## config.mk

```make
export PLATFORM = sky130hd
export DESIGN_NAME = vfp_lane
export DESIGN_NICKNAME = d
export VERILOG_FILES = /design/src/rtl/vfp_pkg.sv /design/src/rtl/vfp_lane.sv
export SDC_FILE = /design/constraint.sdc
export NUM_CORES = 2
export LEC_CHECK = 0
export BUFFER_PORTS_ARGS = -buffer_cell sky130_fd_sc_hd__buf_2
export CORE_ASPECT_RATIO = 1.75
export CORE_MARGIN = 1
export CORE_UTILIZATION = 40
export CTS_CLUSTER_DIAMETER = 80
export DETAILED_ROUTE_END_ITERATION = 7
export PLACE_DENSITY = 0.58
export SETUP_SLACK_MARGIN = 0.05
export SLEW_MARGIN = 20
export SYNTH_ARGS = -nofsm -noshare
export SYNTH_HDL_FRONTEND = slang
export SYNTH_SLANG_ARGS = --single-unit
```

## constraint.sdc

```tcl
create_clock -name clk -period 18.7 [get_ports clk]
set_input_delay 1.87 -clock clk [delete_from_list [all_inputs] [get_ports clk]]
set_output_delay 1.87 -clock clk [all_outputs]
set_load 0.02 [all_outputs]
```

## src/rtl/vfp_pkg.sv

```systemverilog
/* Vector FP execute shared types
   Operand words, op codes and the structs passed between pipeline stages */
package vfp_pkg;

	// Single-precision word, also one lane result
	typedef logic [31:0] scalar_t;

	// Biased exponent field
	typedef logic [7:0] exponent_t;

	// Significand including the hidden bit
	typedef logic [23:0] significand_t;

	// Caller label that rides along with an operation
	typedef logic [3:0] tag_t;

	// Operation codes
	typedef enum logic [2:0]
	{
		OP_FADD = 3'd0,
		OP_FSUB = 3'd1,
		OP_FMUL = 3'd2,
		OP_FGTR = 3'd3,
		OP_FLT  = 3'd4
	} vfp_op_t;

	// Per-operation control carried beside the lanes
	typedef struct packed
	{
		logic    valid;
		vfp_op_t op;
		tag_t    tag;
	} pipe_ctrl_t;

	// What one lane receives each cycle
	typedef struct packed
	{
		scalar_t a;
		scalar_t b;
		vfp_op_t op;
	} lane_operands_t;

	// What one lane returns
	typedef struct packed
	{
		scalar_t value;
		logic    is_nan;
	} lane_result_t;

	localparam int unsigned EXP_BIAS = 127;

	// Quiet NaN returned by every invalid operation
	localparam scalar_t QNAN = 32'h7fffffff;

endpackage

```

## src/rtl/vfp_lane.sv

```systemverilog
/* FP lane datapath
   Stage A aligns and adds or multiplies, stage B normalizes, rounds and selects */
module vfp_lane (
	input  logic                    clk,
	input  vfp_pkg::lane_operands_t lane_in,
	output vfp_pkg::lane_result_t   lane_out
);

	// Stage A combinational
	logic                  is_mul;
	logic                  is_cmp;
	logic                  sign_a;
	logic                  sign_b;
	vfp_pkg::exponent_t    exp_a;
	vfp_pkg::exponent_t    exp_b;
	vfp_pkg::exponent_t    exp_big;
	vfp_pkg::exponent_t    exp_diff;
	vfp_pkg::significand_t sig_a;
	vfp_pkg::significand_t sig_b;
	vfp_pkg::significand_t sig_big;
	vfp_pkg::significand_t sig_small;
	logic                  zero_a;
	logic                  zero_b;
	logic                  inf_a;
	logic                  inf_b;
	logic                  nan_a;
	logic                  nan_b;
	logic                  a_larger;
	logic                  logical_sub;
	logic [26:0]           aligned_small;
	logic [26:0]           sum;
	logic [47:0]           product;
	logic signed [9:0]     mul_exp;
	logic                  res_sign;
	logic                  res_nan;
	logic                  res_inf;

	// Stage A registers
	vfp_pkg::vfp_op_t      a_op;
	logic                  a_sign;
	logic                  a_nan;
	logic                  a_inf;
	vfp_pkg::exponent_t    a_exp;
	logic [26:0]           a_sum;
	logic [47:0]           a_prod;
	logic signed [9:0]     a_mul_exp;

	// Stage B combinational
	logic [4:0]            lz;
	logic [26:0]           norm_sum;
	vfp_pkg::significand_t pre_sig;
	logic                  round_bit;
	logic signed [9:0]     pre_exp;
	logic [24:0]           rounded;
	logic signed [9:0]     final_exp;
	logic                  diff_zero;
	vfp_pkg::lane_result_t result;

	// Leading zeros of the 27-bit sum, 27 when it is zero
	function automatic logic [4:0] count_lz(input logic [26:0] value);
		logic [4:0] count;
		logic       found;
		count = 5'd27;
		found = 1'b0;
		for (int i = 26; i >= 0; i--)
		begin
			if (!found && value[i])
			begin
				count = 5'(26 - i);
				found = 1'b1;
			end
		end
		return count;
	endfunction

	always_comb
	begin
		is_mul = lane_in.op == vfp_pkg::OP_FMUL;
		is_cmp = lane_in.op == vfp_pkg::OP_FGTR || lane_in.op == vfp_pkg::OP_FLT;
		// Compares evaluate a minus b
		sign_a = lane_in.a[31];
		sign_b = lane_in.b[31] ^ is_cmp;
		exp_a = lane_in.a[30:23];
		exp_b = lane_in.b[30:23];
		// Denormals count as zero
		zero_a = exp_a == '0;
		zero_b = exp_b == '0;
		inf_a = exp_a == 8'hff && lane_in.a[22:0] == '0;
		inf_b = exp_b == 8'hff && lane_in.b[22:0] == '0;
		nan_a = exp_a == 8'hff && lane_in.a[22:0] != '0;
		nan_b = exp_b == 8'hff && lane_in.b[22:0] != '0;
		sig_a = zero_a ? '0 : {1'b1, lane_in.a[22:0]};
		sig_b = zero_b ? '0 : {1'b1, lane_in.b[22:0]};

		// Order by magnitude so the difference is never negative
		a_larger = lane_in.a[30:0] >= lane_in.b[30:0];
		exp_big = a_larger ? exp_a : exp_b;
		exp_diff = a_larger ? exp_a - exp_b : exp_b - exp_a;
		sig_big = a_larger ? sig_a : sig_b;
		sig_small = a_larger ? sig_b : sig_a;
		// Carry bit on top, two guard bits below
		aligned_small = {1'b0, sig_small, 2'b00} >> exp_diff;
		logical_sub = sign_a ^ sign_b;
		if (logical_sub)
			sum = {1'b0, sig_big, 2'b00} - aligned_small;
		else
			sum = {1'b0, sig_big, 2'b00} + aligned_small;

		// Multiply path
		product = 48'(sig_a) * 48'(sig_b);
		mul_exp = 10'(exp_a) + 10'(exp_b) - 10'(vfp_pkg::EXP_BIAS);

		res_sign = is_mul ? sign_a ^ sign_b : (a_larger ? sign_a : sign_b);

		// Special cases per op class
		if (is_mul)
		begin
			res_nan = nan_a || nan_b || (inf_a && zero_b) || (inf_b && zero_a);
			res_inf = inf_a || inf_b;
		end
		else if (is_cmp)
		begin
			// Infinities compare through the normal difference
			res_nan = nan_a || nan_b;
			res_inf = 1'b0;
		end
		else
		begin
			res_nan = nan_a || nan_b || (inf_a && inf_b && logical_sub);
			res_inf = inf_a || inf_b;
		end
	end

	always_ff @(posedge clk)
	begin
		a_op <= lane_in.op;
		a_sign <= res_sign;
		a_nan <= res_nan;
		a_inf <= res_inf;
		a_exp <= exp_big;
		a_sum <= sum;
		a_prod <= product;
		a_mul_exp <= mul_exp;
	end

	always_comb
	begin
		lz = count_lz(a_sum);
		norm_sum = a_sum << lz;
		diff_zero = a_sum == '0;

		// Product needs at most a one-place shift
		if (a_op == vfp_pkg::OP_FMUL)
		begin
			if (a_prod[47])
			begin
				pre_sig = a_prod[47:24];
				round_bit = a_prod[23];
				pre_exp = a_mul_exp + 10'sd1;
			end
			else
			begin
				pre_sig = a_prod[46:23];
				round_bit = a_prod[22];
				pre_exp = a_mul_exp;
			end
		end
		else
		begin
			pre_sig = norm_sum[26:3];
			round_bit = norm_sum[2];
			pre_exp = 10'(a_exp) + 10'sd1 - 10'(lz);
		end

		// Round half up on the first dropped bit
		rounded = {1'b0, pre_sig} + 25'(round_bit);
		final_exp = pre_exp + 10'(rounded[24]);

		result.is_nan = 1'b0;
		if (a_nan)
		begin
			result.value = vfp_pkg::QNAN;
			result.is_nan = 1'b1;
		end
		else if (a_inf)
			result.value = {a_sign, 8'hff, 23'd0};
		else if (a_op == vfp_pkg::OP_FGTR)
			result.value = {31'd0, !a_sign && !diff_zero};
		else if (a_op == vfp_pkg::OP_FLT)
			result.value = {31'd0, a_sign && !diff_zero};
		else if (!pre_sig[23] || final_exp <= 10'sd0)
			result.value = '0;  // zero sum or underflow, always +0
		else if (final_exp >= 10'sd255)
			result.value = {a_sign, 8'hff, 23'd0};
		else
			result.value = {a_sign, final_exp[7:0], rounded[22:0]};
	end

	always_ff @(posedge clk)
	begin
		lane_out <= result;
	end

	// Arithmetic results never carry an all-ones exponent with a fraction
	a_no_false_nan: assert property (@(posedge clk)
		(!lane_out.is_nan && lane_out.value[30:23] == 8'hff) |-> lane_out.value[22:0] == '0)
		else $error("lane produced unflagged NaN pattern");

endmodule

```

# After elaboration in Yosys (flattened, before gate mapping)
# Cells that the tools add are included.
# totals
ff_bits,132
input_bits,68
# classes
shift,2
muxes,78
eq_ne,8
reduce_logical,80
n_bitwise,2
magnitude_cmp,3
n_addsub,11
multipliers,1
# op_table
operator,count
$mux 24,6
$mux 5,27
$mux 32,4
$mul 24x24->48,1
$logic_not 23->1,2
$reduce_bool 23->1,2
$logic_and 1x1->1,36
$mux 1,35
$ge 31x31->1,1
$mux 31,1
$logic_not 1->1,29
$add 26x27->27,1
$logic_not 27->1,1
$mux 27,1
$shl 27x5->27,1
$shr 26x8->27,1
$sub 26x27->27,1
$add 24x1->25,1
$mux 10,2
$eq 8x8->1 const B,2
$logic_not 8->1,2
$mux 8,2
$sub 8x8->8,2
$eq 3x2->1 const B,4
12 further kinds,20

# Longest topological paths before layout
# logic_depth
depth_word,89
ltp_mapped,40

# Worst setup path before layout
# Ideal clock, no wire load.
# synth_path
path_kind,input to register
start,input port lane_in[65] (netlist name)
end,register a_prod[47]
arrival_ns,10.419
required_ns,18.579
n_path_buf,5
stages,38
path_slack_ns,8.160
path_cell_list,nor4_1 > and2_1 > clkbuf_1 > clkbuf_1 > buf_1 > buf_1 > nor3_1 > clkbuf_1 > nand2_1 > fa_1 > inv_1 > fa_1 > inv_1 > fa_1 > fa_1 > inv_1 > fa_1 > inv_1 > (+2 left out) > fa_1 > ha_1 > nand4_1 > a211oi_1 > nand3_1 > o311ai_0 > a21oi_1 > o21ai_0 > a41oi_1 > o21ai_0 > o21bai_1 > nand4b_1 > nand2_1 > o21ai_0 > o41ai_1 > o21bai_1 > a21oi_1 > xnor2_1
# synth_between
elab_chain_len,3
# synth_rtl
element,line,text
"start, declared",vfp_lane.sv:5,"input vfp_pkg::lane_operands_t lane_in,"
$logic_not 8->1,vfp_lane.sv:86,zero_a = exp_a == '0;
$mux 24,vfp_lane.sv:92,"sig_a = zero_a ? '0 : {1'b1, lane_in.a[22:0]};"
$mul 24x24->48,vfp_lane.sv:110,product = 48'(sig_a) * 48'(sig_b);
net product[47],vfp_lane.sv:32,logic [47:0] product;
"end signal, assigned",vfp_lane.sv:142,a_prod <= product;
"end, declared",vfp_lane.sv:45,logic [47:0] a_prod;
# The timed path passes the listed nets, and every way through them passes these cells.
# A chain may end at the register's enable or synchronous reset.

# Final worst setup path
# layout_path
start,input port lane_in[32] (netlist name)
end,register a_prod[47]
# layout_between
elab_chain_len,3
# layout_rtl
element,line,text
$logic_not 8->1,vfp_lane.sv:87,zero_b = exp_b == '0;
$mux 24,vfp_lane.sv:93,"sig_b = zero_b ? '0 : {1'b1, lane_in.b[22:0]};"
$mul 24x24->48,vfp_lane.sv:110,
net product[47],vfp_lane.sv:32,
# The timed path passes the listed nets, and every way through them passes these cells.

==> impl_metrics.toml <==
[logic_synthesis]
syn_area_um2 = 30800
netlist.area_leader.share = 0.316
yosysSeqAreaShare = 0.0714
yosys.area.top_type = "fa_1"
ys_ff_latch = 110
synth.avg_cell_area_um2 = 8.16
async_flop_share = 0
syn_nets = 4621
ys_warn_count = 0
synth_edf_count = 0
ys_types = 112
synth.area.top_cells = "fa_1 (32%), ha_1 (12%), inv_1 (7.7%)"
ys.flop_type = "dfxtp_1"
syn_inst = 3777

[setup_path]
worstSetupPathType = "input port to flop"
critPathLaunch = "lane_in[32]"
crit-reg2reg-launch = "a_sum[18]$_DFF_P_"
critPathLaunchType = "input port"
required_ns = 18.97
cp.arrival_ns = 12.29
crit_fanout = 21
cp-end-kind = "flop"
crit_top_cell = "fa_1"
slowest_stage = "o21ai_0"
cpPeakStageDelay_ns = 0.80

[place]
placedCellCount = 4741
gp_congestion = 1.00
io_buffers = 100
hpwl_um = 93900

[die]
core_um2 = 76300
die_width_um = 212
num_rows = 134
num_io_pins = 101
initial_core_util = 0.404
die_area_um2 = 78200
chipHeight_um = 369

[cts]
cts_setup_buffers = 0
postCtsResizedCells = 0
cts_tree = "done"
htreeDepth = 3
cts.path.max_buffers = 2
hold_buffers = 0
cts-root-buf = "clkbuf_16"
numCtsBuffers = 9
clk_pin_slew_ns = 0.08
insertion_delay_ns = 0.39
cts_sinks = 110

[flow_run]
drv_cap = 0

[layout]
drive_above_1_share = 0.0763
layout_common_cells = "inv_1 (632), nand2_1 (518), fa_1 (486)"
mostFrequentLayoutCell = "inv_1"
finalNonFillerCells = 4762
nets = 4576
n_fill_cell = 7860
area_growth_pct = 5.89

[global_routing]
antenna_found_initial = 7
grt_pass1_vias = 28900
grt_pass1_wl_um = 179000
grtUsageTotal = 0.313
grt_max_degree = 61
overflow = 0

[sta]
fin_crit_sh = 0.642
fin_skew_ns = 0.0131
rsz0062_at_grt = "false"
max_freq_ghz = 0.0833
final-setup-viol-count = 0
tightest_slew_ns = 1.13
finalCriticalPeriod_ns = 12.01
maxSlewHeadroom = 0.247
slew_viol_final = 0
setup_tns_ns = 0
hold_viol = 0

[detailed_routing]
drc = 0
drt_iter0_markers = 1816
avgViaCountPerCell = 5.73
ant_nets = 0
vias = 27300
drt_pre_antenna_iters = 5
post_drt_wl_per_cell_um = 25.0
routed_wl_um = 119000

[hold_path]
worstHoldStart = "a_inf$_DFF_P_"
hp-class = "flop to flop"

[outcome]
status = "completed"
==> layout make-up <==
class / instances / area, µm² / share of cell area
multi-input combinational: 2812 / 25500 / 0.780
inverter: 638 / 2400 / 0.0735
sequential: 110 / 2200 / 0.0675
tap: 1020 / 1280 / 0.0391
timing repair buffer: 161 / 958 / 0.0294
clock buffer: 9 / 225 / 0.00690
clock inverter: 7 / 93.8 / 0.00288
antenna: 5 / 12.5 / 0.000383
==> final timing paths <==
check / endpoint / slack (ns) / cells after the start
worst max-delay path: a_prod[47]$_DFF_P_ / 6.69 / 34
worst min-delay path: lane_out[1]$_SDFF_PP1_ / 0.51 / 1
worst max register to register: lane_out[5]$_SDFF_PP1_ / 10.17 / 26
worst min register to register: lane_out[1]$_SDFF_PP1_ / 0.51 / 1
==> per-layer routing <==
| metal | part of all wire | vias up | track usage |
|---|---|---|---|
| met3 | 0.058 | 478 | 0.0441 |
| met4 | 0.11 | 4 | 0.283 |
| li1 | - | 12100 | - |
| met1 | 0.33 | 13500 | 0.308 |
| met5 | 0.00022 | - | 0 |
| met2 | 0.51 | 1182 | 0.565 |
==> metrics by stage <==
step,area [µm²],utilization,worst slack [ns],hold slack (ns)
after CTS,32600,0.427,6.85,0.517
after floorplan,30800,-,8.16,0.329
after detailed placement,32300,0.423,6.45,0.497
after global routing,32600,0.428,6.25,0.522
final,32600,0.428,6.69,0.511
after global placement,32300,0.423,6.54,0.491
==> state kept, by name (all words and copies together) (netlist names) <==
name	flops
a_prod	26
a_mul_exp	10
lane_out	33
a_op	3
a_exp	8
a_sum	27
a_sign	1
a_nan	1
a_inf	1
==> cell families (layout without fill, tap and decap cells) <==
group / after synthesis / count (layout) / share of synthesized area
multiplexers: 135 / 135 / 0.0468
AO/OA/AOI/OAI: 548 / 548 / 0.122
XOR/XNOR: 100 / 100 / 0.0284
adder cells (fa/ha/maj): 776 / 776 / 0.433
buffers and inverters: 855 / 815 / 0.106
flip-flops: 110 / 110 / 0.0714
other: 0 / 5 / 0
AND/OR/NAND/NOR: 1253 / 1253 / 0.192
==> critical path, delay by kind of cell <==
| kind | cells | cell delay (ns) |
|---|---|---|
| compound gates | 11 | 3.62 |
| xor+xnor | 1 | 0.13 |
| fa+ha+maj | 8 | 3.92 |
| buf+inv | 6 | 0.56 |
| simple gates | 8 | 2.12 |
==> cell usage after synthesis (all sizes together), types with 5 or more instances <==
cell / n
inv: 636
nand2: 520
fa: 486
ha: 290
nor2: 228
clkbuf: 177
a21oi: 138
o21ai: 115
dfxtp: 110
mux2i: 109
nand3: 103
and2: 95
nor3: 81
xnor2: 68
and3: 60
a21o: 54
buf: 40
nor4: 32
o21bai: 32
xor2: 32
nand4: 29
a211oi: 28
nor2b: 27
a31oi: 21
mux2: 21
or3: 20
o31ai: 19
nand2b: 18
o211ai: 14
or2: 13
o21a: 11
a311oi: 10
nor3b: 10
o22ai: 10
a32oi: 9
a2111oi: 8
a311o: 7
o311ai: 6
and4: 5
mux4: 5
o2111ai: 5
o31a: 5
Power is left out: the tool's default activity adds up to more than one toggle a clock period on the data nets, which glitch-free logic cannot reach.
