## src/rtl/vfp_pkg.sv

```systemverilog
/* Vector FP execute shared types
   Operand words, op codes and the structs passed between pipeline stages */
package vfp_pkg;

	// Single-precision word, also one lane result
	typedef logic [31:0] scalar_t;

	// Biased exponent field
	typedef logic [7:0] exponent_t;

	// Significand including the hidden bit
	typedef logic [23:0] significand_t;

	// Caller label that rides along with an operation
	typedef logic [3:0] tag_t;

	// Operation codes
	typedef enum logic [2:0]
	{
		OP_FADD = 3'd0,
		OP_FSUB = 3'd1,
		OP_FMUL = 3'd2,
		OP_FGTR = 3'd3,
		OP_FLT  = 3'd4
	} vfp_op_t;

	// Per-operation control carried beside the lanes
	typedef struct packed
	{
		logic    valid;
		vfp_op_t op;
		tag_t    tag;
	} pipe_ctrl_t;

	// What one lane receives each cycle
	typedef struct packed
	{
		scalar_t a;
		scalar_t b;
		vfp_op_t op;
	} lane_operands_t;

	// What one lane returns
	typedef struct packed
	{
		scalar_t value;
		logic    is_nan;
	} lane_result_t;

	localparam int unsigned EXP_BIAS = 127;

	// Quiet NaN returned by every invalid operation
	localparam scalar_t QNAN = 32'h7fffffff;

endpackage

```

## src/rtl/vfp_issue.sv

```systemverilog
/* Issue stage
   Registers one operation and splits the operand vectors into lane structs */
module vfp_issue #(
	parameter int LANES = 4
) (
	input  logic                                  clk,
	input  logic                                  reset,
	input  logic                                  in_valid,
	input  vfp_pkg::vfp_op_t                      in_op,
	input  vfp_pkg::tag_t                         in_tag,
	input  logic [LANES-1:0]                      in_mask,
	input  vfp_pkg::scalar_t [LANES-1:0]          in_a,
	input  vfp_pkg::scalar_t [LANES-1:0]          in_b,
	output vfp_pkg::pipe_ctrl_t                   issue_ctrl,
	output logic [LANES-1:0]                      issue_mask,
	output vfp_pkg::lane_operands_t [LANES-1:0]   lane_in
);

	logic is_sub;

	// Subtract becomes add with b negated
	assign is_sub = in_op == vfp_pkg::OP_FSUB;

	// Control word, cleared by reset
	always_ff @(posedge clk or posedge reset)
	begin
		if (reset)
			issue_ctrl <= '0;
		else
			issue_ctrl <= '{valid: in_valid, op: in_op, tag: in_tag};
	end

	// Operand payload, captured every cycle
	always_ff @(posedge clk)
	begin
		issue_mask <= in_mask;
		for (int i = 0; i < LANES; i++)
		begin
			lane_in[i].a <= in_a[i];
			// Flip only the sign bit of b on subtract
			lane_in[i].b <= is_sub ? {~in_b[i][31], in_b[i][30:0]} : in_b[i];
			// Lanes never see OP_FSUB
			lane_in[i].op <= is_sub ? vfp_pkg::OP_FADD : in_op;
		end
	end

	// Op code must be one of the defined encodings when issued
	a_legal_op: assert property (@(posedge clk) disable iff (reset)
		in_valid |-> in_op inside {vfp_pkg::OP_FADD, vfp_pkg::OP_FSUB, vfp_pkg::OP_FMUL,
			vfp_pkg::OP_FGTR, vfp_pkg::OP_FLT})
		else $error("illegal op code issued");

endmodule

```

## config.mk

```make
export PLATFORM = sky130hd
export DESIGN_NAME = vfp_issue
export DESIGN_NICKNAME = d
export VERILOG_FILES = /design/src/rtl/vfp_pkg.sv /design/src/rtl/vfp_issue.sv
export SDC_FILE = /design/constraint.sdc
export NUM_CORES = 1
export LEC_CHECK = 0
export BUFFER_PORTS_ARGS = -buffer_cell sky130_fd_sc_hd__buf_4
export CORE_AREA = 2 2 213 215
export DETAILED_ROUTE_END_ITERATION = 16
export DIE_AREA = 0 0 215 217
export GPL_TIMING_DRIVEN = 0
export PLACE_DENSITY = 0.34
export SYNTH_ARGS = -nofsm -noshare
export SYNTH_HDL_FRONTEND = slang
export SYNTH_SLANG_ARGS = --single-unit
```

## constraint.sdc

```tcl
create_clock -name clk -period 0.8 [get_ports clk]
set_input_delay 0.04 -clock clk [delete_from_list [all_inputs] [get_ports clk]]
set_output_delay 0.04 -clock clk [all_outputs]
set_load 0.005 [all_outputs]
```

# ---- Word level (Yosys, flattened, before mapping)
# Cells that the tools add are included.
# W data, S select, Z words.
dict set report totals {
  latchBits 0
  reg_bits 271
  ram_bits 0
  romBits 0
  memories 0
}
dict set report classes {
  eq_ne 1
  bitwise_logic 4
  n_mul 0
  n_reduce_logical 0
  order_cmp 0
  muxes 4
  addsub 0
  n_div 0
  n_shift 0
}
# operator n
set op_table {}
lappend op_table {{$mux W32} 4}
lappend op_table {{$not A1 Y1} 4}
lappend op_table {{$eq A3 B1 Y1 const B} 1}

# ---- Longest topological paths before layout
# Gate-level depths: netlist of the first run.
dict set report logic_depth {
  depth_word 2
  mapped_depth 2
}

# ---- Worst setup path after synthesis of the first run
# OpenSTA, ideal clock, no wires.
dict set report synth_timing {
  kind {input -> register}
  from {in in_op[2]}
  to {reg lane_in[101] in the netlist's numbering}
  n_path_buf 0
  required_time_ns 0.728
  slack_ns 0.270
  path_stages 2
  arrival_ns 0.459
  path_cell_list {nor3b_4 -> xor2_1}
}
dict set report synth_between {
  elab_chain_cells 2
}
# item line_no
set synth_lines {}
lappend synth_lines {{start: declaration} vfp_issue.sv:9} ;# input vfp_pkg::vfp_op_t in_op,
lappend synth_lines {{$eq A3 B1 Y1} vfp_issue.sv:22} ;# assign is_sub = in_op == vfp_pkg::OP_FSUB;
lappend synth_lines {{$mux W32} vfp_issue.sv:41} ;# lane_in[i].b <= is_sub ? {~in_b[i][31], in_b[i][30:0]} : in_b[i];
lappend synth_lines {{end: declaration} vfp_issue.sv:16} ;# output vfp_pkg::lane_operands_t [LANES-1:0] lane_in
# Every way passes these cells.
# A chain may end at the register's enable or synchronous reset.

==> flow_summary_export.csv, run 1 <==
group,metric,value,unit
run_status,violations,"negative setup slack",
worst_setup_path,cpMostUsedCell,"buf_6",
routing,wirelength,25100,um
flow_run,maxCapViolCount,0,
placed_design,place.gp.congestion,0.711,
worst_setup_path,path_cells,"buf_6 -> buf_6",
synth,ys_seq_elements,271,
synth,synth.avg_cell_area,19.4,um^2
routing,firstDrtPassIters,4,
clocking,clkSinkCount,271,
worst_setup_path,path_delay_family,"flip-flops",
die,fp.dieH,217,um
worst_setup_path,crit_buf_inv,2,
placed_design,portBuffers,549,
sta,worst_pin_slew,0.302,ns
min_path,hp-start,"in_op[1]",
placed_design,dp_cells,1438,
sta,finalSetupViolations,280,
die,io-pin-count,550,
min_path,hold_path.class,"input port to flop",
synth,syn-num-nets,559,
routing,viasPerCell,3.09,
layout,mostFrequentLayoutCells,"buf_4, dlygate4sd3_1, buf_6",
clocking,clk_transition_reported_paths,0.06,ns
layout,final_common_cell,"buf_4",
clocking,cts_tree,"done",
worst_setup_path,arrival,1.12,ns
layout,fin_cells,1772,
global_route,grt_usage,10.1,%
sta,slew_violations,0,
placed_design,dp_slack,0.0588,ns
sta,relSlewSlack,79.9,%
placed_design,dp_hpwl,17300,um
worst_setup_path,critPathRequiredTime,0.76,ns
min_path,holdPathStages,3,
synth,synth_cell_types,8,
worst_setup_path,worst-setup-path-type,"flop to output port",
clocking,cts_setup_buffers,0,
layout,fin_util,34.8,%
worst_setup_path,slowest_delay,0.37,ns
layout,finalNetCount,1416,
synth,syn-cell-area,5610,um^2
sta,finalCritPeriodShare,145,%
layout,drive_above_1_share,69.7,%
global_route,antenna_found_initial,3,
die,die_w,215,um
clocking,cts_buffers,35,
die,start_util,12.5,%
routing,vias,5484,
sta,fin_ws,-0.363,ns
run_status,status,"complete, but fails checks",
synth,netlist_instances,289,
pwr,vdd_drop_max,1880,uV
sta,rsz0062_at_grt,"yes",
pwr,p_leak,7.07,nW
die,fp-row-count,78,
routing,wl_per_cell,14.1,um
pwr,p_per_area,2260,nW/um^2
die,die-area,46700,um^2
worst_setup_path,start_kind,"flop",
global_route,grt_pass1_vias,6147,
sta,hold_violations,0,
synth,yosysWarnings,0,
global_route,grt_max_degree,13,
layout,area_growth,178,%
sta,fmax,860,MHz
routing,drt_iter0_markers,96,
worst_setup_path,crit_fanout,4,
min_path,min_to,"lane_in[101]",
synth,yosysSeqAreaShare,97.5,%
sta,period_needed,1.16,ns
clocking,cts_root_buf,"clkbuf_16",
worst_setup_path,endpoint_kind,"output port",
pwr,power.total,35.1,mW
routing,drc,0,
global_route,overflow,0,
worst_setup_path,startpoint,"lane_in[69]",
global_route,grt_first_pass_wirelength,35500,um
sta,setup-tns-final,-52.60,ns
clocking,cts_buffer_depth,3,
clocking,h-tree-depth,2,
die,core-area,44700,um^2
routing,postRouteAntennaNets,0,
worst_setup_path,cp_slowest_cell,"dfxtp_4",
==> cells in the mapped netlist <==
library cell	number	area, um^2
xor2_1	4	35.0
buf_4	9	67.6
clkbuf_1	2	7.51
inv_1	1	3.75
o21a_1	1	7.51
nor3b_4	1	18.8
dfxtp_1	263	5270
dfrtp_1	8	200
==> cells by family after synthesis <==
group	count (synthesis)	synth area share, %
DFF	271	97.5
xor gates and xnor gates	4	0.625
AOI/OAI and AO/OA	1	0.134
and+or+nand+nor	1	0.335
buffers and inverters	12	1.41
==> stage by stage <==
stage	hold WS (ns)	instance area (um^2)
after floorplan	-0.144	5610
after global routing	0.0330	15600
after detailed placement	0.0162	10500
after CTS	0.0962	15100
after global placement	0.00883	10500
final	0.0569	15600
==> routing by layer <==
layer | GRT usage, % | routed length, um | vias to the layer above
li1 | - | - | 2608
met1 | 9.44 | 8190 | 2532
met2 | 18.8 | 13600 | 290
met3 | 4.85 | 2530 | 52
met4 | 4.18 | 769 | 2
met5 | 0 | 13 | -
==> state kept, by name, summed over array words and instances (netlist names) <==
register	flops
lane_in	259
issue_mask	4
issue_ctrl	8
==> how the worst max path moves through the flow <==
stage / endpoint / slack [ns] / cells past startpoint
5_1_grt: lane_in[136] / -0.42 / 2
2_1_floorplan: lane_in[101] / 0.27 / 2
3_5_place_dp: lane_in[34] / 0.06 / 3
3_3_place_gp: lane_in[34] / 0.06 / 3
4_1_cts: lane_in[202] / -0.41 / 2
6_report: lane_in[136] / -0.36 / 2
==> timing repair <==
| item | in CTS | in global routing |
|---|---|---|
| gates cloned | 0 | 0 |
| setup endpoints to repair | 280 | 289 |
| pin swaps | 0 | 2 |
| hold buffers | 270 | 2 |
| endpoints found under the hold margin | 279 | 2 |
| gates resized for setup | 259 | 188 |
==> where the power goes <==
group / switching (mW) / leakage, nW / internal [mW]
clock: 6.06 / 0.595 / 10.5
sequential: 0.337 / 2.31 / 14.4
combinational: 0.966 / 4.16 / 2.96
==> final cells by class <==
class	instances	area, um^2
fill	4382	29100
sequential	271	5730
timing repair buffer	820	7710
multi-input combinational	6	61.3
tap	600	751
antenna	2	5.00
buffer	11	101
inverter	1	3.75
clock buffer	48	1010
clock inverter	13	208
Note: power is estimated with default switching activity, not from simulation.
==> run 2: changes to the inputs <==
--- a/config.mk
+++ b/config.mk
@@ -5,10 +5,11 @@
 export SDC_FILE = /design/constraint.sdc
 export NUM_CORES = 1
 export LEC_CHECK = 0
+export ABC_AREA = 1
 export BUFFER_PORTS_ARGS = -buffer_cell sky130_fd_sc_hd__buf_4
-export CORE_AREA = 2 2 213 215
+export CORE_AREA = 2 2 214 216
 export DETAILED_ROUTE_END_ITERATION = 16
-export DIE_AREA = 0 0 215 217
+export DIE_AREA = 0 0 216 218
 export GPL_TIMING_DRIVEN = 0
 export PLACE_DENSITY = 0.34
 export SYNTH_ARGS = -nofsm -noshare
==> flow_summary_export.csv, run 2 <==
group,metric,value,unit
placed_design,portBuffers,549,
layout,final_common_cell,"buf_4",
min_path,hold_path.class,"input port to flop",
pwr,p_int,26.2,mW
worst_setup_path,endpoint_kind,"output port",
sta,relSlewSlack,85.9,%
synth,synth_top_area_share,93.4,%
sta,worst_pin_slew,0.212,ns
die,die_w,216,um
sta,setup-tns-final,-68.46,ns
pwr,vdd_drop_max,1550,uV
worst_setup_path,path_delay_family,"flip-flops",
sta,hold_violations,0,
min_path,min_to,"lane_in[215]",
die,core-area,44900,um^2
synth,ys_seq_elements,271,
synth,netlist_instances,303,
worst_setup_path,worst-setup-path-type,"flop to output port",
synth,synth_edf_count,0,
synth,async_flop_share,2.95,%
clocking,cts_tree,"done",
layout,mostFrequentLayoutCells,"buf_4, dlygate4sd3_1, buf_6",
worst_setup_path,startpoint,"lane_in[67]",
synth,yosysMostFrequentCell,"dfxtp_1",
layout,drive_above_1_share,69.8,%
synth,syn-cell-area,5640,um^2
clocking,clk_transition_reported_paths,0.06,ns
routing,drt_iter0_markers,111,
worst_setup_path,cp_slowest_cell,"dfxtp_4",
die,die-area,47100,um^2
worst_setup_path,start_kind,"flop",
layout,postLayoutCellArea,15500,um^2
routing,postRouteAntennaNets,0,
layout,finalNetCount,1425,
global_route,grt_max_degree,16,
die,fp-row-count,78,
run_status,violations,"negative setup slack",
worst_setup_path,cpMostUsedCell,"buf_6",
layout,top_register,"lane_in",
placed_design,dp_hpwl,19700,um
synth,synth.avg_cell_area,18.6,um^2
layout,area_growth,175,%
pwr,p_seq_share,44.2,%
synth,yosysSeqAreaShare,96.9,%
die,fp.dieH,218,um
global_route,overflow,0,
global_route,grt_usage,10.8,%
routing,wl_per_cell,15.5,um
sta,slew_violations,0,
sta,fmax,831,MHz
pwr,p_sw,7.16,mW
pwr,power.total,33.3,mW
global_route,grt_pass1_vias,6001,
sta,timing.hold.ws,0.106,ns
routing,vias,5487,
global_route,antenna_found_initial,1,
worst_setup_path,critPathRequiredTime,0.76,ns
pwr,p_per_area,2150,nW/um^2
clocking,cts_setup_buffers,0,
clocking,h-tree-depth,1,
synth,yosysTopAreaCell,"dfxtp_1",
synth,synth_ff_type,"dfxtp_1",
layout,antenna_cells,0,
worst_setup_path,slowest_delay,0.37,ns
min_path,holdPathStages,2,
min_path,hp-start,"in_b[107]",
synth,synth_area_leaders,"dfxtp_1, dfrtp_1, buf_4, nand2_1, inv_1",
pwr,combPwrFrac,12.0,%
worst_setup_path,crit_buf_inv,2,
pwr,p_leak,7.04,nW
global_route,grt_first_pass_wirelength,38000,um
clocking,cts_root_buf,"clkbuf_16",
synth,yosysWarnings,0,
routing,firstDrtPassIters,4,
die,io-pin-count,550,
flow_run,maxCapViolCount,0,
placed_design,place_area,10500,um^2
clocking,cts_buffer_depth,3,
run_status,status,"complete, but fails checks",
layout,largest_reg_flops,259,
sta,finalCritPeriodShare,151,%
placed_design,place.gp.congestion,0.752,
pwr,pwr-share-clk,43.8,%
layout,reg.largest.list,"lane_in (259), issue_ctrl (8), issue_mask (4)",
sta,finalSetupViolations,280,
routing,wirelength,27500,um
worst_setup_path,path_cells,"buf_6 -> buf_6",
worst_setup_path,crit_fanout,4,
synth,syn-num-nets,573,
routing,drc,0,
pwr,switching_share,21.5,%
synth,synth_commonest_cells,"dfxtp_1, buf_4, dfrtp_1, nand2_1, inv_1",
clocking,clkSinkCount,271,
layout,nFillCells,4402,
worst_setup_path,arrival,1.16,ns
sta,period_needed,1.20,ns
sta,rsz0062_at_grt,"yes",
synth,synth_cell_types,10,
routing,viasPerCell,3.09,
clocking,cts_buffers,31,
die,start_util,12.6,%
sta,fin_ws,-0.404,ns
==> run 2: changes by cell type in the layout (fill, tap and decap cells not counted), moves of 2 or more <==
cell,change
buf_6,+11
buf_4,-10
dfxtp_1,-9
dfxtp_4,+9
nand2_1,+8
clkbuf_16,-6
clkbuf_8,+5
inv_1,+5
nand3_1,+4
xor2_1,-4
bufinv_16,-2
clkinv_2,+2
diode_2,-2
==> run 2: cells by family after synthesis <==
family	count (synthesis)	synth area share [%]
AND/OR/NAND/NOR	15	1.35
buffers and inverters	17	1.73
flip-flops	271	96.9
==> run 2: timing repair <==
| action | 4_1_cts | 5_1_grt |
|---|---|---|
| setup endpoints to repair | 280 | 288 |
| resized for setup | 289 | 186 |
| hold buffers | 270 | 0 |
| hold endpoints to repair | 279 | 0 |
==> run 2: final cells by class <==
type / instances / area, um^2 / area share, %
repair buffers: 819 / 7730 / 49.9
flip-flops and latches: 271 / 5760 / 37.2
inverters: 6 / 26.3 / 0.170
plain buffers: 11 / 109 / 0.702
well taps: 600 / 751 / 4.84
multi-input cells: 15 / 76.3 / 0.492
clock inverters: 9 / 124 / 0.799
clock buffers: 47 / 926 / 5.97
==> run 2: metrics by stage <==
| stage | util, % | worst slack (ns) | cells |
|---|---|---|---|
| CTS | 33.6 | -0.457 | 1778 |
| global route | 34.5 | -0.453 | 1778 |
| finish | 34.5 | -0.404 | 1778 |
| global placement | 23.4 | 0.101 | 1452 |
| floorplan | - | 0.285 | 303 |
| detailed placement | 23.4 | 0.113 | 1452 |
==> run 2: power groups by stage <==
stage | clock (mW) | sequential [mW] | combinational [mW]
final | 14.6 | 14.7 | 4.00
after global routing | 15.8 | 14.8 | 4.23
after CTS | 15.3 | 14.6 | 3.91
after detailed placement | 0 | 14.8 | 2.49
after global placement | 0 | 14.8 | 2.50
after floorplan | 0 | 14.8 | 0.0755
==> run 2: worst max-delay path by stage <==
| stage | to | slack [ns] | cells after the start |
|---|---|---|---|
| global placement | lane_in[168] | 0.10 | 5 |
| CTS | lane_in[67] | -0.46 | 2 |
| detailed placement | lane_in[168] | 0.11 | 5 |
| global route | lane_in[67] | -0.45 | 2 |
| finish | lane_in[67] | -0.40 | 2 |
| floorplan | lane_in[134] | 0.29 | 1 |
==> run 2: routing by layer <==
metal	vias up	wire, um	track usage [%]
met5	-	10	0
met4	2	1080	4.36
met3	63	1880	3.18
met2	229	14400	19.2
met1	2559	10200	12.0
li1	2634	-	-
==> run 3: changes to the inputs <==
--- a/config.mk
+++ b/config.mk
@@ -12,6 +12,7 @@
 export DIE_AREA = 0 0 216 218
 export GPL_TIMING_DRIVEN = 0
 export PLACE_DENSITY = 0.34
+export SLEW_MARGIN = 20
 export SYNTH_ARGS = -nofsm -noshare
 export SYNTH_HDL_FRONTEND = slang
 export SYNTH_SLANG_ARGS = --single-unit
==> constraint.sdc (replaced) <==
create_clock -name clk -period 0.8 [get_ports clk]
set_input_delay 0 -clock clk [delete_from_list [all_inputs] [get_ports clk]]
set_output_delay 0 -clock clk [all_outputs]
set_load 0.005 [all_outputs]
==> flow_summary_export.csv, run 3 (synthesized netlist as in run 2, its figures left out) <==
group,metric,value,unit
pwr,combPwrFrac,12.0,%
global_route,grt_pass1_vias,6001,
sta,finalCritPeriodShare,146,%
layout,multiInputGateArea,76.3,um^2
sta,fmax,859,MHz
die,core-area,44900,um^2
layout,antenna_cells,0,
layout,nFillCells,4403,
sta,rsz0062_at_grt,"yes",
sta,hold_violations,0,
worst_setup_path,worst-setup-path-type,"flop to output port",
layout,largest_reg_flops,259,
pwr,p_leak,7.04,nW
global_route,use_met2,19.2,%
worst_setup_path,cp_slowest_cell,"dfxtp_4",
sta,setup-tns-final,-57.26,ns
flow_run,maxCapViolCount,0,
worst_setup_path,slowest_delay,0.37,ns
global_route,antenna_found_initial,1,
layout,area_growth,175,%
min_path,hold_path.class,"input port to flop",
global_route,grt_max_degree,16,
layout,finalNetCount,1425,
pwr,p_seq_share,44.2,%
pwr,p_per_area,2150,nW/um^2
clocking,cts_buffers,31,
pwr,p_sw,7.16,mW
clocking,cts_tree,"done",
layout,fin_cells,1778,
routing,wirelength,27500,um
worst_setup_path,path_cells,"buf_6 -> buf_6",
routing,drt_iter0_markers,111,
placed_design,dp_cells,1452,
clocking,cts_setup_buffers,0,
clocking,h-tree-depth,1,
routing,drc,0,
clocking,clkSinkCount,271,
routing,postRouteAntennaNets,0,
layout,postLayoutCellArea,15500,um^2
worst_setup_path,endpoint_kind,"output port",
layout,seqCellArea,5760,um^2
layout,mostFrequentLayoutCells,"buf_4, dlygate4sd3_1, buf_6",
worst_setup_path,cp-endpoint,"lane_in[67]",
sta,relSlewSlack,85.9,%
layout,fin_util,34.5,%
worst_setup_path,crit_fanout,4,
sta,finalSetupViolations,280,
placed_design,place.gp.congestion,0.752,
placed_design,place_area,10500,um^2
worst_setup_path,critPathRequiredTime,0.80,ns
placed_design,portBuffers,549,
worst_setup_path,startpoint,"lane_in[67]",
die,fp.dieH,218,um
routing,viasPerCell,3.09,
run_status,violations,"negative setup slack",
worst_setup_path,arrival,1.16,ns
sta,period_needed,1.16,ns
layout,final_common_cell,"buf_4",
pwr,power.total,33.3,mW
global_route,overflow,0,
placed_design,dp_hpwl,19700,um
die,die_w,216,um
sta,fin_ws,-0.364,ns
global_route,busiest_layer,"met2",
sta,timing.hold.ws,0.0663,ns
die,die-area,47100,um^2
layout,top_register,"lane_in",
pwr,pwr-share-clk,43.8,%
global_route,use_met1,12.0,%
die,start_util,12.6,%
run_status,status,"complete, but fails checks",
placed_design,dp_slack,0.153,ns
die,io-pin-count,550,
global_route,met3_usage,3.18,%
global_route,grt_first_pass_wirelength,38000,um
worst_setup_path,cpMostUsedCell,"buf_6",
routing,firstDrtPassIters,4,
sta,worst_pin_slew,0.212,ns
global_route,grt_usage,10.8,%
worst_setup_path,start_kind,"flop",
clocking,cts_root_buf,"clkbuf_16",
pwr,vdd_drop_max,1550,uV
routing,vias,5487,
layout,drive_above_1_share,69.7,%
layout,reg.largest.list,"lane_in (259), issue_ctrl (8), issue_mask (4)",
sta,slew_violations,0,
clocking,clk_transition_reported_paths,0.06,ns
clocking,cts_buffer_depth,3,
die,fp-row-count,78,
pwr,p_int,26.2,mW
routing,wl_per_cell,15.5,um
pwr,switching_share,21.5,%
run 3: cell counts in the layout (fill, tap and decap cells not counted):
Identical to the previous run, type by type.
run 3: final cells by class:
type | count | share of cell area, %
buffer | 11 | 0.702
clock buffer | 47 | 5.97
clock inverter | 9 | 0.799
inverter | 6 | 0.170
multi-input combinational | 15 | 0.492
sequential | 271 | 37.2
tap | 600 | 4.84
timing repair buffer | 819 | 49.9
run 3: how the worst min path moves through the flow:
stage,startpoint,endpoint,slack [ns],depth (start not counted)
finish,in_b[107],lane_in[215],0.07,2
global placement,reset,issue_ctrl[1],-0.01,2
detailed placement,reset,issue_ctrl[1],-0.02,2
global route,in_a[38],lane_in[108],0.03,2
CTS,in_b[79],lane_in[152],0.006,2
floorplan,reset,issue_ctrl[0],-0.18,1
run 3: worst max-delay path, delay by kind of cell, from the launching register on:
kind	cells	cell delay, ns
flops	1	0.37
buf+inv	2	0.22
run 3: repair_timing:
item / CTS / global route
hold buffers: 270 / 0
resized for setup: 289 / 185
endpoints found under the hold margin: 279 / 0
setup endpoints to repair: 280 / 288
run 3: power groups by stage:
stage                     Clock (mW)  Sequential, mW  Combinational, mW
after floorplan                    0            14.8             0.0755
after global placement             0            14.8               2.50
after detailed placement           0            14.8               2.49
after CTS                       15.3            14.6               3.91
after global routing            15.8            14.8               4.23
final                           14.6            14.7               4.00
run 3: routing by layer:
layer	routed length [um]	part of all wire, %
met1	10200	37
met2	14400	52
met3	1880	6.8
met4	1080	3.9
met5	10	0.036
