`config.mk`:
```
export PLATFORM = sky130hd
export DESIGN_NAME = vfp_writeback
export DESIGN_NICKNAME = d
export VERILOG_FILES = /design/src/rtl/vfp_pkg.sv /design/src/rtl/vfp_writeback.sv
export SDC_FILE = /design/constraint.sdc
export NUM_CORES = 1
export LEC_CHECK = 0
export BUFFER_PORTS_ARGS = -buffer_cell sky130_fd_sc_hd__buf_4
export CAP_MARGIN = 15
export CORE_AREA = 4 4 109 111
export CTS_CLUSTER_SIZE = 40
export DETAILED_ROUTE_END_ITERATION = 16
export DIE_AREA = 0 0 113 115
export PLACE_DENSITY = 0.73
export SYNTH_ARGS = -nofsm -noshare
export SYNTH_HDL_FRONTEND = slang
export SYNTH_SLANG_ARGS = --single-unit
```
`constraint.sdc`:
```
create_clock -name clk -period 1.1 [get_ports clk]
set_input_delay 0.33 -clock clk [delete_from_list [all_inputs] [get_ports clk]]
set_output_delay 0.33 -clock clk [all_outputs]
set_load 0.03 [all_outputs]
```
`src/rtl/vfp_pkg.sv`:
```
/* Vector FP execute shared types
   Operand words, op codes and the structs passed between pipeline stages */
package vfp_pkg;

	// Single-precision word, also one lane result
	typedef logic [31:0] scalar_t;

	// Biased exponent field
	typedef logic [7:0] exponent_t;

	// Significand including the hidden bit
	typedef logic [23:0] significand_t;

	// Caller label that rides along with an operation
	typedef logic [3:0] tag_t;

	// Operation codes
	typedef enum logic [2:0]
	{
		OP_FADD = 3'd0,
		OP_FSUB = 3'd1,
		OP_FMUL = 3'd2,
		OP_FGTR = 3'd3,
		OP_FLT  = 3'd4
	} vfp_op_t;

	// Per-operation control carried beside the lanes
	typedef struct packed
	{
		logic    valid;
		vfp_op_t op;
		tag_t    tag;
	} pipe_ctrl_t;

	// What one lane receives each cycle
	typedef struct packed
	{
		scalar_t a;
		scalar_t b;
		vfp_op_t op;
	} lane_operands_t;

	// What one lane returns
	typedef struct packed
	{
		scalar_t value;
		logic    is_nan;
	} lane_result_t;

	localparam int unsigned EXP_BIAS = 127;

	// Quiet NaN returned by every invalid operation
	localparam scalar_t QNAN = 32'h7fffffff;

endpackage

```
`src/rtl/vfp_writeback.sv`:
```
/* Writeback stage
   Aligns control with the lanes, masks and gathers results, flags invalid ops */
module vfp_writeback #(
	parameter int LANES = 4
) (
	input  logic                                clk,
	input  logic                                reset,
	input  vfp_pkg::pipe_ctrl_t                 issue_ctrl,
	input  logic [LANES-1:0]                    issue_mask,
	input  vfp_pkg::lane_result_t [LANES-1:0]   lane_out,
	output logic                                out_valid,
	output vfp_pkg::tag_t                       out_tag,
	output logic [LANES-1:0]                    out_mask,
	output vfp_pkg::scalar_t [LANES-1:0]        out_result,
	output logic                                out_invalid
);

	// Two-deep delay matches lane stages A and B
	vfp_pkg::pipe_ctrl_t [1:0]          ctrl_d;
	logic [1:0][LANES-1:0]              mask_d;
	vfp_pkg::scalar_t [LANES-1:0]       gathered;
	logic                               any_nan;

	always_ff @(posedge clk or posedge reset)
	begin
		if (reset)
			ctrl_d <= '0;
		else
		begin
			ctrl_d[0] <= issue_ctrl;
			ctrl_d[1] <= ctrl_d[0];
		end
	end

	always_ff @(posedge clk)
	begin
		mask_d[0] <= issue_mask;
		mask_d[1] <= mask_d[0];
	end

	// Masked-off lanes read as zero and never raise invalid
	always_comb
	begin
		any_nan = 1'b0;
		for (int i = 0; i < LANES; i++)
		begin
			gathered[i] = mask_d[1][i] ? lane_out[i].value : '0;
			any_nan = any_nan | (mask_d[1][i] & lane_out[i].is_nan);
		end
	end

	always_ff @(posedge clk or posedge reset)
	begin
		if (reset)
		begin
			out_valid <= 1'b0;
			out_invalid <= 1'b0;
		end
		else
		begin
			out_valid <= ctrl_d[1].valid;
			out_invalid <= ctrl_d[1].valid & any_nan;
		end
	end

	// Result payload
	always_ff @(posedge clk)
	begin
		out_tag <= ctrl_d[1].tag;
		out_mask <= mask_d[1];
		out_result <= gathered;
	end

	a_valid_known: assert property (@(posedge clk) !reset |-> !$isunknown(out_valid))
		else $error("out_valid unknown after reset");

endmodule

```
Yosys cells after proc, flatten, opt, wreduce, memory -nomap -nowiden
Index checks and enable logic that the tools add are counted.

cells by class
  add/subtract/negate cells = 0
  $mul = 0
  div/mod/pow operators = 0
  order comparisons = 0
  eq/ne operators = 0
  shift operators = 0
  muxes and demuxes = 0
  bitwise logic cells = 8
  reduce and logical (&&, ||, !) cells = 0

operators with widths
  kind           number
  $and A1 B1 Y1  5
  $or A1 B1 Y1   3

word-level totals
  register bits after elaboration = 156
  bits in latches = 0
  bits in writable memories = 0
  ROM bits = 0
  bits of input ports = 146
  output and inout bits = 138
  memories kept = 0

Longest topological paths before layout
Gate-level depths: netlist of run 1.

  depth in word-level cells = 5
  depth in mapped cells = 2

Least setup slack after synthesis of run 1
OpenSTA, ideal clock, no wires.

  path kind = reg-to-output
  from = register out_invalid
  to = output out_invalid
  arrival time = 0.467 ns
  data required time = 0.770 ns
  setup slack = 0.303 ns
  stages on the path, launching flop included = 1
  path buffers = 0
  path through = dfrtp_1

RTL lines
  what                      line                 source
  start: declaration        vfp_writeback.sv:15  output logic out_invalid
  start signal: assignment  vfp_writeback.sv:62  out_invalid <= ctrl_d[1].valid & any_nan;

No word-level cell between the ends.

Worst setup path in the final report of run 1
  from = register out_valid
  to = output out_valid

RTL lines
  what                      line                 source
  start: declaration        vfp_writeback.sv:11  output logic out_valid,
  start signal: assignment  vfp_writeback.sv:61  out_valid <= ctrl_d[1].valid;

No word-level cell between the ends.

==> results of run 1 <==
sequential cells by signal (all words and copies together), names as in the netlist:
name,cells
ctrl_d,10
mask_d,8
out_invalid,1
out_mask,4
out_result,128
out_tag,4
out_valid,1
worst max path at each step:
stage	from	to	slack, ps	cells past startpoint
after global placement	mask_d[7]	out_result[116]	30	2
after CTS	out_valid	out_valid	-300	1
after detailed placement	mask_d[7]	out_result[114]	-7	2
final	out_valid	out_valid	-250	1
after floorplan	out_invalid	out_invalid	300	0
after global routing	out_valid	out_valid	-310	1
report_power, final:
group	leakage, nW	total [mW]	switching, mW	internal, mW
Sequential	1.38	6.17	0.148	6.02
Combinational	2.11	1.92	0.866	1.05
Clock	0.264	5.31	2.24	3.07
per-layer routing:
layer,global-route usage [%],routed length (um),up-vias
li1,-,-,1564
met1,17.3,3890,1492
met2,35.3,6680,178
met3,7.58,1230,26
met4,9.46,326,0
met5,0,0,-
cell usage in the layout, fill, tap and decap left out, types with 2 or more instances in the layout:
master         synthesis  routed
clkbuf_16              0      16
dfxtp_1              144       7
dfxtp_2                0     137
clkinv_2               0       3
buf_6                  0     138
and2_2                82      82
clkinvlp_4             0       3
dlygate4sd3_1          0      34
dfrtp_1               12      12
and2_1                46      46
buf_4                  0     146
clkinv_4               0       5
clkbuf_8               0       2
a22oi_1                2       2
kinds of logic (layout without fill, tap and decap cells):
| family | Yosys count | in the layout | share of synthesized area (%) |
|---|---|---|---|
| AO/OA/AOI/OAI | 3 | 3 | 0.540 |
| buffers and inverters | 13 | 352 | 1.53 |
| flip-flops | 156 | 156 | 76.3 |
| other | 0 | 1 | 0 |
| AND/OR/NAND/NOR | 128 | 128 | 21.6 |
timing repair:
item,CTS,global route
hold buffers,34,0
endpoints found under the setup margin,149,138
gates cloned,0,0
gates resized for setup,275,0
endpoints found under the hold margin,45,0
layout make-up:
class,count,area share (%)
diodes,1,0.0312
well taps,140,2.18
clock inverters,13,1.50
clock buffers,19,5.38
multi-input cells,131,11.5
inverters,1,0.0468
repair buffers,319,37.5
flip-flops and latches,156,41.8
==> out/qor.yml, run 1 <==
global_routing:
  antenna_found_initial: 1
  grt_pass1_vias: 3591
  globalRouteTotalUtil_pct: 18.7
  grt_max_degree: 34
  grt_pass1_wl_mm: 18.4
  grt-ovfl-total: 0
worst_setup_path:
  arrival_ps: 1020
  slowest_delay_ps: 380
  crit_family: "flip-flops"
  setup.worst_path.class: "reg2out"
  cp.buffers_inverters: 1
  crit_path_max_fanout: 1
  path_cells: "buf_6"
  crit_path_end_kind: "primary output"
  r2r_end: "out_result[126]"
  r2r-start: "mask_d[7]"
  required_ps: 770
  ff2ff_setup_slack_ps: 180
  slowest_stage: "dfrtp_1"
  reg2regPathDepth: 2
  startpoint_type: "flip-flop"
floorplanning:
  ios: 284
  dieArea_um2: 13000
  core_area_um2: 10800
  num_rows: 38
  die_x_um: 113
  die_y_um: 115
  initial_core_util_pct: 38.7
finish:
  drive_gt1_share_pct: 83.7
  fin_util_pct: 74.3
  final_area_um2: 8020
  multi_input_area_um2: 926
  area_growth_pct: 92.3
  n_fill_cell: 676
  regArea_um2: 3350
  stdcell_count: 780
  fin_nets: 772
cts:
  root_buffer: "clkbuf_8"
  cts_sinks: 156
  clk_pin_slew_ps: 60
  numCtsBuffers: 17
  cts_tree: "done"
  clk_latency_ps: 510
  h-tree-depth: 4
  clockBufferDepth: 2
  cts_setup_buffers: 0
synthesis:
  async_flop_share_pct: 7.69
  ys_warn_count: 0
  synth_cell_type_count: 8
  synth.top_cell.area_share_pct: 69.1
  avgSynthCellArea_um2: 13.9
  synthTopCellsByArea: "dfxtp_1 69%, and2_2 15%, dfrtp_1 7.2%"
  synthCells: 300
  yosysMostFrequentCell: "dfxtp_1"
  synth_top_area_cell: "dfxtp_1"
  synth_commonest_cells: "144 x dfxtp_1, 82 x and2_2, 46 x and2_1"
  synth_area_um2: 4170
  synthFlopType: "dfxtp_1"
  synth-seq-cells: 156
  synth_edf_count: 0
  syn_nets: 446
  ys_seq_area_share_pct: 76.3
worst_hold_path:
  min_path_cells: 2
  holdCritPathClass: "in2reg"
  hold_path_startpoint: "lane_out[111]"
  min_to: "out_result[107]"
detailed_routing:
  vias: 3260
  wirelength_mm: 12.1
  antenna_left: 0
  drt-pass1-iter-count: 4
  drt_iter0_drc: 71
  avgRoutedWirePerCell_um: 15.5
  routed_via_density: 4.18
  drc: 0
sta:
  skew_ps: 8.06
  max_freq_ghz: 0.738
  final-setup-viol-count: 138
  slew_viol_final: 0
  post-route-min-period_ps: 1350
  final_hold_viol_count: 0
  fin_crit_sh_pct: 123
  rsz0062_at_grt: "yes"
  setup-tns-final_ps: -25780
  slew_headroom_pct: 68.5
  fin_ws_ps: -254
  holdWs_ps: 28.8
  worstMarginPinSlew_ps: 472
placed_design:
  place_area_um2: 6440
  hpwl_mm: 8.35
  portBuffers: 280
  placedCellCount: 713
  place_ws_ps: -7.35
  gp_congestion: 0.775
pwr:
  fin_total_pwr_mw: 13.4
  power_leakage_nw: 3.75
  power_density_nw_per_um2: 1670
  vdd_ir_drop_max_mv: 0.981
status:
  violations: "negative setup slack"
  status: "complete, but fails checks"
job:
  maxCapViolCount: 0
(Power assumes the default switching activity.)
==> run 2, diff against run 1 <==
--- a/config.mk
+++ b/config.mk
@@ -6,12 +6,12 @@
 export NUM_CORES = 1
 export LEC_CHECK = 0
 export BUFFER_PORTS_ARGS = -buffer_cell sky130_fd_sc_hd__buf_4
-export CAP_MARGIN = 15
 export CORE_AREA = 4 4 109 111
 export CTS_CLUSTER_SIZE = 40
 export DETAILED_ROUTE_END_ITERATION = 16
 export DIE_AREA = 0 0 113 115
 export PLACE_DENSITY = 0.73
+export SETUP_SLACK_MARGIN = 0.5
 export SYNTH_ARGS = -nofsm -noshare
 export SYNTH_HDL_FRONTEND = slang
 export SYNTH_SLANG_ARGS = --single-unit
==> out/qor.yml, run 2 (synthesis gave the netlist of run 1 again) <==
cts:
  cts_tree: "done"
  root_buffer: "clkbuf_8"
  clk_pin_slew_ps: 60  # about the same
  clk_latency_ps: 510  # about the same
  h-tree-depth: 4  # unchanged
  numCtsBuffers: 17  # unchanged
  cts_sinks: 156  # unchanged
  clockBufferDepth: 2  # unchanged
  postCtsHoldBufs: 9  # -74%
pwr:
  vdd_ir_drop_max_mv: 1.22  # +25%
  fin_total_pwr_mw: 13.7  # +2.4%
  internal_power_mw: 10.5  # +3.6%
  power_density_nw_per_um2: 1510  # -9.7%
  seqPwrFrac_pct: 43.7  # -2.3 points
  p_sw_share_pct: 23.5  # -0.84 points
  power_leakage_nw: 4.23  # +13%
  clockPowerShare_pct: 39.1  # -0.6 points
  combPwrFrac_pct: 17.2  # +2.9 points
  switching_power_mw: 3.22  # -1.1%
sta:
  worstMarginPinSlew_ps: 429  # -43.4 ps
  final_hold_viol_count: 12  # +12
  max_freq_ghz: 0.732  # -0.93%
  skew_ps: 4.32  # -3.74 ps
  fin_ws_ps: -267  # -12.7 ps
  slew_headroom_pct: 71.4  # +2.9 points
  post-route-min-period_ps: 1370  # +12.7 ps
  setup-tns-final_ps: -28390  # -2600 ps
  fin_crit_sh_pct: 124  # +1.2 points
  slew_viol_final: 0  # unchanged
  rsz0062_at_grt: "yes"
  holdWs_ps: -174  # -203 ps
  final-setup-viol-count: 138  # unchanged
worst_setup_path:
  slowest_stage: "dfrtp_2"
  setup.worst_path.class: "reg2out"
  crit_path_start: "out_invalid"
  crit_path_max_fanout: 1  # unchanged
  startpoint_type: "flip-flop"
  path_cells: "buf_6"
  slowest_delay_ps: 390  # about the same
  arrival_ps: 1040  # +20 ps
  required_ps: 770  # about the same
  crit_family: "flip-flops"
  cp.buffers_inverters: 1  # unchanged
  crit_path_end_kind: "primary output"
  r2r-start: "mask_d[7]"
  cp.depth: 1  # unchanged
  reg2regPathDepth: 3  # +1
global_routing:
  antenna_found_initial: 0  # -1
  grt_pass1_vias: 3726  # +3.8%
  globalRouteTotalUtil_pct: 21.7  # +2.9 points
  grt-ovfl-total: 0  # unchanged
  grt_pass1_wl_mm: 20.9  # +13%
  grt_max_degree: 17  # -50%
finish:
  final_cell_mix: "144 x buf_6, 142 x buf_4, 140 x dfxtp_4"
  final_area_um2: 9100  # +13%
  stdcell_count: 786  # +0.77%
  fin_nets: 779  # +0.91%
  mostFrequentLayoutCell: "buf_6"
  drive_gt1_share_pct: 95.4  # +12 points
  largest_register: "out_result"
  reg_top3: "out_result: 128 flops, ctrl_d: 10 flops, mask_d: 8 flops"
  diodes: 0  # -1
  n_fill_cell: 509  # -25%
  fin_util_pct: 84.3  # +10 points
  largest_reg_flops: 128  # unchanged
  area_growth_pct: 118
detailed_routing:
  routed_via_density: 4.23  # +1.1%
  drt-pass1-iter-count: 4  # unchanged
  wirelength_mm: 13.9  # +15%
  avgRoutedWirePerCell_um: 17.7  # +14%
  antenna_left: 0  # unchanged
  drc: 0  # unchanged
  vias: 3322  # +1.9%
  drt_iter0_drc: 74  # +4.2%
status:
  violations: "negative hold slack, negative setup slack"
  status: "complete, but fails checks"
placed_design:
  portBuffers: 280  # unchanged
  hpwl_mm: 8.95  # +7.1%
  place_area_um2: 7070  # +9.7%
  gp_congestion: 0.789  # +1.9%
  placedCellCount: 711  # -0.28%
  place_ws_ps: 78.1  # +85.4 ps
floorplanning:
  die_x_um: 113  # unchanged
  core_area_um2: 10800  # unchanged
  num_rows: 38  # unchanged
  dieArea_um2: 13000  # unchanged
  ios: 284  # unchanged
  die_y_um: 115  # unchanged
  initial_core_util_pct: 38.7  # unchanged
job:
  maxCapViolCount: 0  # unchanged
worst_hold_path:
  holdCritPathClass: "in2async"
run 2: cell count changes in the layout (fill, tap and decap cells not counted), sizes merged:
cell	previous run	this run
bufinv	1	0
dlygate4sd3	34	9
clkbuf	19	28
buf	285	317
clkinvlp	3	0
diode	1	0
clkinv	8	3
run 2: final cells by class:
cell class | count | area [um^2] | area share, %
Timing Repair Buffer | 326 | 3500 | 38.4
Tap cell | 140 | 175 | 1.92
Clock inverter | 4 | 25.0 | 0.275
Multi-Input combinational cell | 131 | 1150 | 12.6
Inverter | 1 | 3.75 | 0.0412
Sequential cell | 156 | 3710 | 40.8
Clock buffer | 28 | 537 | 5.90
run 2: repair_timing:
item / CTS / global route
hold endpoints to repair: 37 / 14
endpoints found under the setup margin: 271 / 271
pin swaps: 4 / 2
gates cloned: 14 / 0
resized for setup: 199 / 16
buffers inserted: 16 / 4
run 2: power groups by stage:
stage / sequential, mW / combinational (mW) / clock, mW
finish: 5.99 / 2.36 / 5.36
global route: 6.03 / 2.46 / 5.81
CTS: 6.00 / 2.29 / 5.50
detailed placement: 6.06 / 1.74 / 0
global placement: 6.05 / 1.72 / 0
floorplan: 6.59 / 0.359 / 0
run 2: final timing paths:
kind,end,slack (ps)
min in group clk,out_result[36],30
max in group asynchronous,out_valid,950
min reg2reg,mask_d[4],330
min,ctrl_d[1],-170
max,out_invalid,-270
max reg2reg,out_result[96],180
run 2: layer usage:
layer / vias to the layer above / share of wire, % / GRT usage, %
li1: 1587 / - / -
met1: 1538 / 31 / 20.9
met2: 171 / 57 / 40.5
met3: 26 / 9.4 / 9.05
met4: 0 / 2.9 / 9.13
met5: - / 0 / 0
==> run 3, diff against run 2 <==
--- a/config.mk
+++ b/config.mk
@@ -6,11 +6,12 @@
 export NUM_CORES = 1
 export LEC_CHECK = 0
 export BUFFER_PORTS_ARGS = -buffer_cell sky130_fd_sc_hd__buf_4
-export CORE_AREA = 4 4 109 111
+export CORE_MARGIN = 4
+export CORE_UTILIZATION = 40
 export CTS_CLUSTER_SIZE = 40
 export DETAILED_ROUTE_END_ITERATION = 16
-export DIE_AREA = 0 0 113 115
-export PLACE_DENSITY = 0.73
+export HOLD_SLACK_MARGIN = 0.03
+export PLACE_DENSITY = 0.76
 export SETUP_SLACK_MARGIN = 0.5
 export SYNTH_ARGS = -nofsm -noshare
 export SYNTH_HDL_FRONTEND = slang
==> constraint.sdc (replaced) <==
create_clock -name clk -period 1.3 [get_ports clk]
set_input_delay 0.39 -clock clk [delete_from_list [all_inputs] [get_ports clk]]
set_output_delay 0.39 -clock clk [all_outputs]
set_load 0.03 [all_outputs]
==> out/qor.yml, run 3 (synthesis gave the netlist of run 1 again) <==
sta:
  fin_crit_sh_pct: 110
  fin_ws_ps: -127  # +140 ps
  slew_viol_final: 0  # unchanged
  slew_headroom_pct: 69.0  # -2.3 points
  holdWs_ps: -96.3  # +77.9 ps
  post-route-min-period_ps: 1430
  rsz0062_at_grt: "yes"
  final-setup-viol-count: 138  # unchanged
  max_freq_ghz: 0.701
  final_hold_viol_count: 12  # unchanged
  skew_ps: 6.83  # +2.51 ps
  worstMarginPinSlew_ps: 464  # +34.9 ps
global_routing:
  grtUsageMet1_pct: 17.4  # -3.5 points
  grtUsageMet3_pct: 9.32  # +0.27 points
  grt_use_met2_pct: 33.9  # -6.6 points
  top_usage_layer: "met2"
  grt-ovfl-total: 0  # unchanged
  grt_pass1_vias: 3273  # -12%
  grt_max_degree: 34  # +17
  antenna_found_initial: 0  # unchanged
  grt_pass1_wl_mm: 16.5  # -21%
  globalRouteTotalUtil_pct: 18.6  # -3.0 points
cts:
  h-tree-depth: 4  # unchanged
  clk_latency_ps: 500  # about the same
  cts_sinks: 156  # unchanged
  numCtsBuffers: 17  # unchanged
  cts_tree: "done"
  postCtsHoldBufs: 9  # unchanged
  clockBufferDepth: 2  # unchanged
  root_buffer: "clkbuf_8"
  clk_pin_slew_ps: 60  # about the same
floorplanning:
  ios: 284  # unchanged
  die_y_um: 110  # -4.2%
  die_x_um: 110  # -2.5%
  num_rows: 37  # -2.6%
  core_area_um2: 10200  # -5.2%
  initial_core_util_pct: 40.8  # +2.1 points
  dieArea_um2: 12100  # -6.7%
worst_setup_path:
  required_ps: 910  # +140 ps
  r2r_end: "out_result[65]"
  crit_path_start: "out_valid"
  ff2ff_setup_slack_ps: 520  # +340 ps
  path_cells: "buf_6"
  setup.worst_path.class: "reg2out"
  crit_path_end_kind: "primary output"
  cp.buffers_inverters: 1  # unchanged
  crit_path_max_fanout: 1  # unchanged
  cp.depth: 1  # unchanged
  crit_family: "flip-flops"
  r2r-start: "mask_d[6]"
  reg2regPathDepth: 2  # -1
  arrival_ps: 1040  # about the same
  endpoint: "out_valid"
  slowest_stage: "dfrtp_2"
  startpoint_type: "flip-flop"
  slowest_delay_ps: 400  # about the same
job:
  maxCapViolCount: 0  # unchanged
finish:
  n_fill_cell: 630  # +24%
  area_growth_pct: 88.5
  largest_reg_flops: 128  # unchanged
  reg_top3: "out_result: 128 flops, ctrl_d: 10 flops, mask_d: 8 flops"
  drive_gt1_share_pct: 87.8  # -7.6 points
  largest_register: "out_result"
  diodes: 0  # unchanged
  final_cell_mix: "142 x buf_4, 140 x buf_6, 139 x dfxtp_2"
  mostFrequentLayoutCell: "buf_4"
  final_area_um2: 7860  # -14%
  fin_nets: 748  # -4.0%
  fin_util_pct: 76.9  # -7.5 points
status:
  violations: "negative hold slack, negative setup slack"
  status: "complete, but fails checks"
worst_hold_path:
  holdCritPathClass: "in2async"
detailed_routing:
  drt-pass1-iter-count: 3  # -1
  drc: 0  # unchanged
  antenna_left: 0  # unchanged
  vias: 3048  # -8.2%
  drt_iter0_drc: 59  # -20%
  wirelength_mm: 11.4  # -18%
  routed_via_density: 4.06  # -3.8%
  avgRoutedWirePerCell_um: 15.2  # -14%
pwr:
  fin_total_pwr_mw: 11.6  # -16%
  power_density_nw_per_um2: 1470  # -2.4%
  vdd_ir_drop_max_mv: 0.793  # -35%
  power_leakage_nw: 3.69  # -13%
placed_design:
  gp_congestion: 0.753  # -4.6%
  hpwl_mm: 8.52  # -4.8%
  portBuffers: 280  # unchanged
  place_area_um2: 6600  # -6.6%
## run 3: cell types whose count changed in the layout (fill, tap and decap cells not counted), moves of 4 or more
cell	delta
and2_1	+45
and2_2	+81
buf_6	-4
buf_16	-14
and2_4	-126
buf_12	-13
dfxtp_4	-139
dfxtp_2	+139
## run 3: per-layer routing
metal / vias to the layer above / routed length (um)
met2: 168 / 6330
met4: 0 / 195
met3: 15 / 1370
li1: 1513 / -
met5: - / 0
met1: 1352 / 3500
## run 3: report_power, final
part | internal [mW] | total (mW) | switching [mW]
Clock | 3.06 | 4.79 | 1.73
Sequential | 5.09 | 5.21 | 0.120
Combinational | 0.856 | 1.57 | 0.712
Total | 9.01 | 11.6 | 2.56
## run 3: timing repair
action | CTS | global route
endpoints found under the hold margin | 21 | 12
setup buffers | 0 | 0
gates resized for setup | 148 | 11
endpoints found under the setup margin | 228 | 201
## run 3: per-stage QoR
stage                     cells  setup TNS (ps)  setup slack, ps
after global routing        750          -11890             -181
final                       750           -5110             -127
after detailed placement    710               0              336
after CTS                   750          -10190             -165
after floorplan             300               0              467
after global placement      710               0              339
## run 3: how the worst min path moves through the flow
stage / from / to / slack [ps] / cells past startpoint
2_1_floorplan: reset / ctrl_d[0] / 250 / 1
3_3_place_gp: mask_d[2] / mask_d[6] / 310 / 0
3_5_place_dp: mask_d[3] / mask_d[7] / 310 / 0
4_1_cts: reset / out_valid / -110 / 2
5_1_grt: reset / ctrl_d[0] / -90 / 2
6_report: reset / ctrl_d[3] / -100 / 2
## run 3: layout make-up
cell class | instances | area, um^2 | share of cell area (%)
clock buffer | 24 | 470 | 5.98
tap | 136 | 170 | 2.16
timing repair buffer | 295 | 2810 | 35.7
clock inverter | 7 | 111 | 1.42
multi-input combinational | 131 | 937 | 11.9
inverter | 1 | 3.75 | 0.0477
sequential | 156 | 3360 | 42.8
